[config.mk]
export PLATFORM = sky130hd
export DESIGN_NAME = oq_input_steer_flat
export DESIGN_NICKNAME = d
export VERILOG_FILES = /design/src/hw/oq_pkg.sv /design/src/hw/oq_stream_if.sv /design/src/hw/oq_input_steer.sv /design/src/flat_wrapper.sv
export SDC_FILE = /design/constraint.sdc
export NUM_CORES = 1
export LEC_CHECK = 0
export ABC_AREA = 0
export BUFFER_PORTS_ARGS = -buffer_cell sky130_fd_sc_hd__buf_2
export CORE_AREA = 3 3 82 84
export DETAILED_ROUTE_END_ITERATION = 6
export DIE_AREA = 0 0 85 87
export PLACE_DENSITY = 0.53
export SKIP_CTS_REPAIR_TIMING = 1
export SLEW_MARGIN = 10
export SYNTH_ARGS = -nofsm -noshare
export SYNTH_HDL_FRONTEND = slang
export SYNTH_SLANG_ARGS = --single-unit
[constraint.sdc]
create_clock -name axi_aclk -period 2.19 [get_ports axi_aclk]
set_clock_uncertainty 0.05 [all_clocks]
set_input_delay 0.219 -clock axi_aclk [delete_from_list [all_inputs] [get_ports axi_aclk]]
set_output_delay 0.219 -clock axi_aclk [all_outputs]
set_load 0.02 [all_outputs]
[src/hw/oq_pkg.sv]
// Shared sizing for the output-queue subsystem
// Widths here are defaults; the top level passes its own values down
// Buffer sizing assumes the data width is a power-of-two number of bytes

package oq_pkg;

   // Default stream widths, one word each
   localparam int DATA_WIDTH = 64;
   localparam int USER_WIDTH = 128;

   localparam int NUM_QUEUES = 3;

   // Queue q is selected by tuser[DST_POS + 2*q]
   localparam int DST_POS = 24;

   // Per-queue data buffer and largest packet, in bytes
   localparam int BUFFER_BYTES  = 4096;
   localparam int MAX_PKT_BYTES = 1600;

   // Metadata FIFO holds four packet headers
   localparam int META_DEPTH_BITS = 2;

   // log2 of buffer depth in words
   function automatic int data_depth_bits(input int data_width);
      return $clog2(BUFFER_BYTES / (data_width / 8));
   endfunction

   // Fill level in words above which a maximum packet no longer fits
   function automatic int admit_threshold(input int data_width);
      int word_bytes;
      word_bytes = data_width / 8;
      return (BUFFER_BYTES - MAX_PKT_BYTES) / word_bytes;
   endfunction

endpackage

[src/hw/oq_stream_if.sv]
// AXI4-Stream bundle with tuser, used between blocks inside the queue subsystem
// tstrb is one bit per data byte

`timescale 1ns/100ps

interface oq_stream_if #(
   parameter int DATA_WIDTH = oq_pkg::DATA_WIDTH,
   parameter int USER_WIDTH = oq_pkg::USER_WIDTH
);

   logic [DATA_WIDTH-1:0]   tdata;
   logic [DATA_WIDTH/8-1:0] tstrb;
   logic [USER_WIDTH-1:0]   tuser;
   logic                    tlast;
   logic                    tvalid;
   logic                    tready;

   // Producer side
   modport source (
      output tdata, tstrb, tuser, tlast, tvalid,
      input  tready
   );

   // Consumer side
   modport sink (
      input  tdata, tstrb, tuser, tlast, tvalid,
      output tready
   );

endinterface

[src/hw/oq_input_steer.sv]
// Input FSM: decides per packet whether to write it to its queues or drop it
// Decision uses the first word's tuser and the registered admit_block flags
// Output back-pressure never stalls the input; blocked packets are dropped

`timescale 1ns/100ps

module oq_input_steer #(
   parameter int NUM_QUEUES = oq_pkg::NUM_QUEUES,
   parameter int USER_WIDTH = oq_pkg::USER_WIDTH
) (
   input  logic                  axi_aclk,
   input  logic                  axi_resetn,
   oq_stream_if.sink             in,
   input  logic [NUM_QUEUES-1:0] admit_block,
   output logic [NUM_QUEUES-1:0] wr_data,
   output logic [NUM_QUEUES-1:0] wr_meta
);

   typedef enum logic [1:0] {
      IDLE,
      WRITE,
      DROP
   } state_t;

   state_t                state;
   state_t                state_next;
   logic [USER_WIDTH-1:0] head_user;
   logic [NUM_QUEUES-1:0] dst_set;
   logic [NUM_QUEUES-1:0] cur_queue;
   logic [NUM_QUEUES-1:0] cur_queue_next;
   logic                  first_word;
   logic                  first_word_next;
   logic                  admit;

   //////////////////////////////////////////////////////////////////////////
   // Destination decode, even bits of the destination field only

   assign head_user = in.tuser;

   always_comb begin
      for (int q = 0; q < NUM_QUEUES; q++) begin
         dst_set[q] = head_user[oq_pkg::DST_POS + 2 * q];
      end
   end

   // All selected queues must have room, and at least one must be selected
   assign admit = (|dst_set) && !(|(dst_set & admit_block));

   //////////////////////////////////////////////////////////////////////////
   // Packet FSM

   always_comb begin
      state_next      = state;
      cur_queue_next  = cur_queue;
      first_word_next = first_word;
      wr_data         = '0;
      wr_meta         = '0;
      case (state)
         IDLE: begin
            cur_queue_next = dst_set;
            if (in.tvalid) begin
               if (admit) begin
                  state_next      = WRITE;
                  first_word_next = 1'b1;
               end else begin
                  state_next = DROP;
               end
            end
         end
         WRITE: begin
            if (in.tvalid) begin
               first_word_next = 1'b0;
               wr_data         = cur_queue;
               if (first_word) begin
                  wr_meta = cur_queue;   // one metadata entry per packet
               end
               if (in.tlast) begin
                  state_next = IDLE;
               end
            end
         end
         DROP: begin
            if (in.tvalid && in.tlast) begin
               state_next = IDLE;
            end
         end
         default: state_next = IDLE;
      endcase
   end

   always_ff @(posedge axi_aclk) begin
      if (!axi_resetn) begin
         state      <= IDLE;
         cur_queue  <= '0;
         first_word <= 1'b0;
      end else begin
         state      <= state_next;
         cur_queue  <= cur_queue_next;
         first_word <= first_word_next;
      end
   end

   // Words are only taken once the decision is made
   assign in.tready = (state != IDLE);

endmodule

[src/flat_wrapper.sv]
// flat-port wrapper written by rule: the top's interface ports become plain ports
module oq_input_steer_flat 
#(
   parameter int NUM_QUEUES = oq_pkg::NUM_QUEUES,
   parameter int USER_WIDTH = oq_pkg::USER_WIDTH
)
  (axi_aclk, axi_resetn, admit_block, wr_data, wr_meta, in_tdata, in_tstrb, in_tuser, in_tlast, in_tvalid, in_tready);
  oq_stream_if #(.USER_WIDTH(USER_WIDTH)) in_i ();
  input  logic axi_aclk;
  input  logic axi_resetn;
  input  logic [NUM_QUEUES-1:0] admit_block;
  output logic [NUM_QUEUES-1:0] wr_data;
  output logic [NUM_QUEUES-1:0] wr_meta;
  input wire logic [$bits(in_i.tdata)-1:0] in_tdata;
  input wire logic [$bits(in_i.tstrb)-1:0] in_tstrb;
  input wire logic [$bits(in_i.tuser)-1:0] in_tuser;
  input wire logic [$bits(in_i.tlast)-1:0] in_tlast;
  input wire logic [$bits(in_i.tvalid)-1:0] in_tvalid;
  output wire logic [$bits(in_i.tready)-1:0] in_tready;
  assign in_i.tdata = in_tdata;
  assign in_i.tstrb = in_tstrb;
  assign in_i.tuser = in_tuser;
  assign in_i.tlast = in_tlast;
  assign in_i.tvalid = in_tvalid;
  assign in_tready = in_i.tready;
  oq_input_steer #(.NUM_QUEUES(NUM_QUEUES), .USER_WIDTH(USER_WIDTH)) u_core (.axi_aclk(axi_aclk), .axi_resetn(axi_resetn), .in(in_i), .admit_block(admit_block), .wr_data(wr_data), .wr_meta(wr_meta));
endmodule
==> reports/results.ini, run 1 <==
[cts]
clock_latency_ps=220
clock_sinks=6
cts_buffer_depth=2
clockRootBuffer=clkbuf_8
cts_max_level=1
cts_buffers=3
cts_tree=done
path_clk_slew_ps=30

[sta]
worst_pin_slew_ps=323
setup_violations=0
fin_setup_tns_ps=0
holdWs_ps=186
fin_crit_sh_pct=78.3
final-hold-violation-count=0
fin_ws_ps=476
fmaxAchievable_mhz=584
maxSlewHeadroom_pct=78.4
drv_slew=0
rsz0062_at_grt=false
fin_crit_ps=1710

[logic_synthesis]
synth_top_family_by_area=simple AND/OR/NAND/NOR gates
muxShareOfSynthArea_pct=0
synth_xor_area_share_pct=0
ys_seq_elements=6
syn_area_sq_um=328
syn_avg_cell_area_sq_um=8.41
synth_fa_ha_area_share_pct=0
yosysWarnings=0
synthCells=39
yosysSeqAreaShare_pct=36.6
yosysUniqueCellTypes=17
synth-simple-area-share_pct=38.2
synth_compound_area_share_pct=24.0
synth_fp_nets=246

[hold_path]
hold_path_startpoint=in_tlast
hold_depth=2
hold_class=in -> reg
holdPathEnd=u_core.state[1]$_SDFFE_PN0P_

[placed_design]
io_buffers=16
place_area_sq_um=502
dpl_worst_slack_ps=718
gp_congestion=0.761
hpwl_um=754

[global_routing]
track_usage_pct=2.85
antenna_found_initial=0
grt_max_degree=11
grt_pass1_wl_um=1580
grt-ovfl-total=0
grt_pass1_vias=343

[drt]
via_count=366
wl_per_cell_um=7.11
postRouteAntennaNets=0
drc=0
drtIter0Drc=6
first_pass_iters=4
wl_um=945
vias_per_cell=2.75

[floorplanning]
die_area_sq_um=7400
core_sq_um=5990
io_pins=214
start_util_pct=5.47
die_w_um=85
floorplan.rows=28
die_y_um=87

[worst_setup_path]
r2r-start=u_core.state[1]$_SDFFE_PN0P_
crit_arrival_ps=1440
crit_type=reg -> out
cp.required_ps=1920
end_kind=output port
r2r_slack_ps=990
reg2reg_to=u_core.first_word$_SDFFE_PN0P_
worstPathMaxFanout=9
r2r.worst_path.cells=3
crit_path_start_kind=flip-flop

[final_layout]
diodes=0
syn_to_final_growth_pct=65.6
layout.nets=267
fin_area_sq_um=543
drive_gt1_share_pct=36.2
n_fill_cell=694

[run]
cap_violations=0

[power]
power_density_nw_per_um2=631
ir_drop_uv=223
power.leakage_nw=0.241

[run_status]
status=finished clean

cell families (layout without fill, tap and decap cells):
group / Yosys count / count (layout)
buf+inv: 1 / 20
flops: 6 / 6
simple gates: 21 / 21
compound gates: 11 / 11
cell usage in the layout, fill, tap and decap left out, drive strengths merged:
cell	Yosys	routed
a41oi	1	1
buf	0	16
a311oi	1	1
a22oi	1	1
nor2	1	1
nand2	6	6
nand4b	1	1
nor3b	1	1
or3	1	1
and2	2	2
nor2b	2	2
nand3	1	1
a21boi	3	3
and3	5	5
dfxtp	6	6
o21ai	5	5
clkbuf	0	3
inv	1	1
and4b	1	1
routing by layer:
layer  global-route usage (%)  wire [um]  share of wire [%]
met5                        0          0                  0
met4                     3.45         34                3.6
met3                    0.946         73                7.7
met2                     3.74        392                 41
met1                     3.27        444                 47
worst max path at each step:
| stage | start | endpoint |
|---|---|---|
| floorplan | u_core.state[1]$_SDFFE_PN0P_ | wr_meta[2] |
| global placement | u_core.state[1]$_SDFFE_PN0P_ | wr_meta[1] |
| detailed placement | u_core.state[1]$_SDFFE_PN0P_ | wr_meta[1] |
| CTS | u_core.state[1]$_SDFFE_PN0P_ | wr_meta[1] |
| global route | u_core.state[1]$_SDFFE_PN0P_ | wr_meta[0] |
| finish | u_core.state[1]$_SDFFE_PN0P_ | wr_meta[1] |
area by class of cell:
class	count	area (sq um)	share of cell area, %
Timing Repair Buffer	16	80.1	14.7
Inverter	1	3.75	0.691
Multi-Input combinational cell	32	204	37.6
Clock buffer	3	41.3	7.60
Sequential cell	6	120	22.1
Tap cell	75	93.8	17.3
state kept, by name, indices dropped and copies added (netlist names):
name and count:
u_core.cur_queue 3, u_core.first_word 1, u_core.state 2
through the flow:
stage	utilization, %	total power, mW	instances
4_1_cts	9.06	0.348	133
3_3_place_gp	8.38	0.183	130
6_report	9.06	0.343	133
5_1_grt	9.06	0.361	133
3_5_place_dp	8.38	0.184	130
2_1_floorplan	-	0.159	39
cell usage after synthesis:
library cell	count	area, sq um
or3_4	1	11.3
and3_1	5	31.3
nand2_1	6	22.5
a21boi_0	3	22.5
nand3_1	1	5.00
nand4b_1	1	8.76
o21ai_0	5	25.0
a22oi_1	1	7.51
nor2_1	1	3.75
and4b_1	1	10.0
a41oi_1	1	8.76
and2_1	2	12.5
nor2b_1	2	12.5
dfxtp_1	6	120
inv_1	1	3.75
nor3b_1	1	7.51
a311oi_2	1	15.0
power by group:
group / switching (mW) / total (mW) / internal (mW)
Combinational: 0.0272 / 0.0501 / 0.0229
Clock: 0.0431 / 0.161 / 0.118
Sequential: 0.0119 / 0.132 / 0.120
Total: 0.0822 / 0.343 / 0.260
critical path, cell delays in order, from the launching register on:
cell and delay (ps):
dfxtp_1 380, nor2b_1 320, and2_1 210, and3_1 160
buf_2 160
No activity file was read; power rests on OpenSTA's default activity.
==> inputs of run 2 (changes only) <==
--- a/config.mk
+++ b/config.mk
@@ -7,10 +7,10 @@
 export LEC_CHECK = 0
 export ABC_AREA = 0
 export BUFFER_PORTS_ARGS = -buffer_cell sky130_fd_sc_hd__buf_2
-export CORE_AREA = 3 3 82 84
+export CORE_AREA = 3 3 81 83
 export DETAILED_ROUTE_END_ITERATION = 6
-export DIE_AREA = 0 0 85 87
-export PLACE_DENSITY = 0.53
+export DIE_AREA = 0 0 84 86
+export PLACE_DENSITY = 0.54
 export SKIP_CTS_REPAIR_TIMING = 1
 export SLEW_MARGIN = 10
 export SYNTH_ARGS = -nofsm -noshare
==> constraint.sdc (replaced) <==
create_clock -name axi_aclk -period 1.7 [get_ports axi_aclk]
set_clock_uncertainty 0.05 [all_clocks]
set_input_delay 0.17 -clock axi_aclk [delete_from_list [all_inputs] [get_ports axi_aclk]]
set_output_delay 0.17 -clock axi_aclk [all_outputs]
set_load 0.02 [all_outputs]
==> run 2 against run 1 <==
Effect of this change:
- sequential power is 29% higher
- non-clock buffer count stayed put
- worst hold slack worse by 52 ps
- combinational power is 30% higher
- final cell count stayed put
- design area is 0.46% higher
- clock power is 35% higher
- largest power group unchanged
- sequential share of layout area is 0.10 points lower
- register-to-register slack worse by 420 ps
==> reports/results.ini, run 2 (same netlist as run 1, synthesis figures left out) <==
[run_status]
status=finished clean

[sta]
holdWs_ps=134
maxSlewHeadroom_pct=78.5
final-hold-violation-count=0
setup_violations=0
fmaxAchievable_mhz=633
fin_setup_tns_ps=0
fin_crit_sh_pct=93.0
worst_pin_slew_ps=322
rsz0062_at_grt=false
fin_crit_ps=1580
drv_slew=0

[global_routing]
grt_pass1_vias=356
grt-ovfl-total=0
track_usage_pct=3.18
grt_max_degree=11
grt_pass1_wl_um=1700
antenna_found_initial=0

[worst_setup_path]
slowest_delay_ps=390
cpMaxStageDelayCell=dfxtp_1
crit_arrival_ps=1360
crit_path_start_kind=flip-flop
end_kind=output port
cp_num_buf_inv=1
path_delay_family=simple AND/OR/NAND/NOR gates
path_cells=nor2b_2 -> and2_1 -> and3_1 -> buf_2
worstPathMaxFanout=9
crit_type=reg -> out
cp.required_ps=1480

[power]
ir_drop_uv=206
power.leakage_nw=0.242
power_density_nw_per_um2=828

[run]
cap_violations=0

[final_layout]
final_cell_mix=buf_2, nand2_1, dfxtp_1
largest_register_ffs=3
fin_area_sq_um=546
n_fill_cell=685
top_regs=u_core.cur_queue: 3 flops, u_core.state: 2 flops, u_core.first_word: 1 flops
final_common_cell=buf_2
layout.nets=267
syn_to_final_growth_pct=66.4
diodes=0
drive_gt1_share_pct=37.9
largest_register=u_core.cur_queue

[cts]
path_clk_slew_ps=40
cts_tree=done
cts_max_level=1
clockRootBuffer=clkbuf_8
cts_buffers=3
clock_sinks=6
cts_buffer_depth=2
clock_latency_ps=220

[drt]
drc=0
vias_per_cell=2.77
via_count=369
drtIter0Drc=9
first_pass_iters=6
postRouteAntennaNets=0
wl_per_cell_um=7.62
wl_um=1010

[floorplanning]
floorplan.rows=28
die_w_um=84
die_y_um=86
start_util_pct=5.54
die_area_sq_um=7220
io_pins=214
core_sq_um=5920

[placed_design]
io_buffers=16
gp_congestion=0.739
place_area_sq_um=502
hpwl_um=796

[hold_path]
hold_class=in -> reg

==> run 2: worst paths after layout <==
| kind | from | end | slack [ps] | cells past startpoint |
|---|---|---|---|---|
| worst max-delay path | u_core.state[1]$_SDFFE_PN0P_ | wr_meta[0] | 120 | 4 |
| worst min-delay path | in_tlast | u_core.state[1]$_SDFFE_PN0P_ | 130 | 2 |
| worst max register to register | u_core.state[1]$_SDFFE_PN0P_ | u_core.first_word$_SDFFE_PN0P_ | 570 | 3 |
| worst min register to register | u_core.cur_queue[2]$_SDFFE_PN0N_ | u_core.cur_queue[2]$_SDFFE_PN0N_ | 440 | 2 |
==> run 2: metal layers <==
layer / track usage, % / vias up / part of all wire (%)
met5: 0 / - / 0
met4: 3.51 / 0 / 3.6
met3: 0.961 / 2 / 6.3
met2: 4.41 / 15 / 42
met1: 3.65 / 169 / 48
li1: - / 183 / -
==> run 2: area by class of cell <==
class | instances | area [sq um] | area share, %
flip-flops and latches | 6 | 120 | 22.0
multi-input cells | 32 | 206 | 37.8
repair buffers | 16 | 80.1 | 14.7
inverters | 1 | 3.75 | 0.688
clock buffers | 3 | 41.3 | 7.57
well taps | 75 | 93.8 | 17.2
==> run 2: power by group <==
| group | internal [mW] | switching (mW) |
|---|---|---|
| combinational | 0.0300 | 0.0349 |
| clock | 0.152 | 0.0646 |
| sequential | 0.154 | 0.0157 |
==> run 2: stage by stage <==
step | util (%) | instances | setup WS (ps) | power (mW)
detailed placement | 8.47 | 130 | 285 | 0.236
CTS | 9.17 | 133 | 27.2 | 0.459
finish | 9.21 | 133 | 119 | 0.452
floorplan | - | 39 | 329 | 0.205
global placement | 8.47 | 130 | 255 | 0.236
global route | 9.21 | 133 | 8.05 | 0.480
==> run 2: worst reg2reg max path: stages, from the launching register on <==
cell and delay [ps]:
dfxtp_1 490, nor2b_2 120, and2_1 200, nor3b_1 190
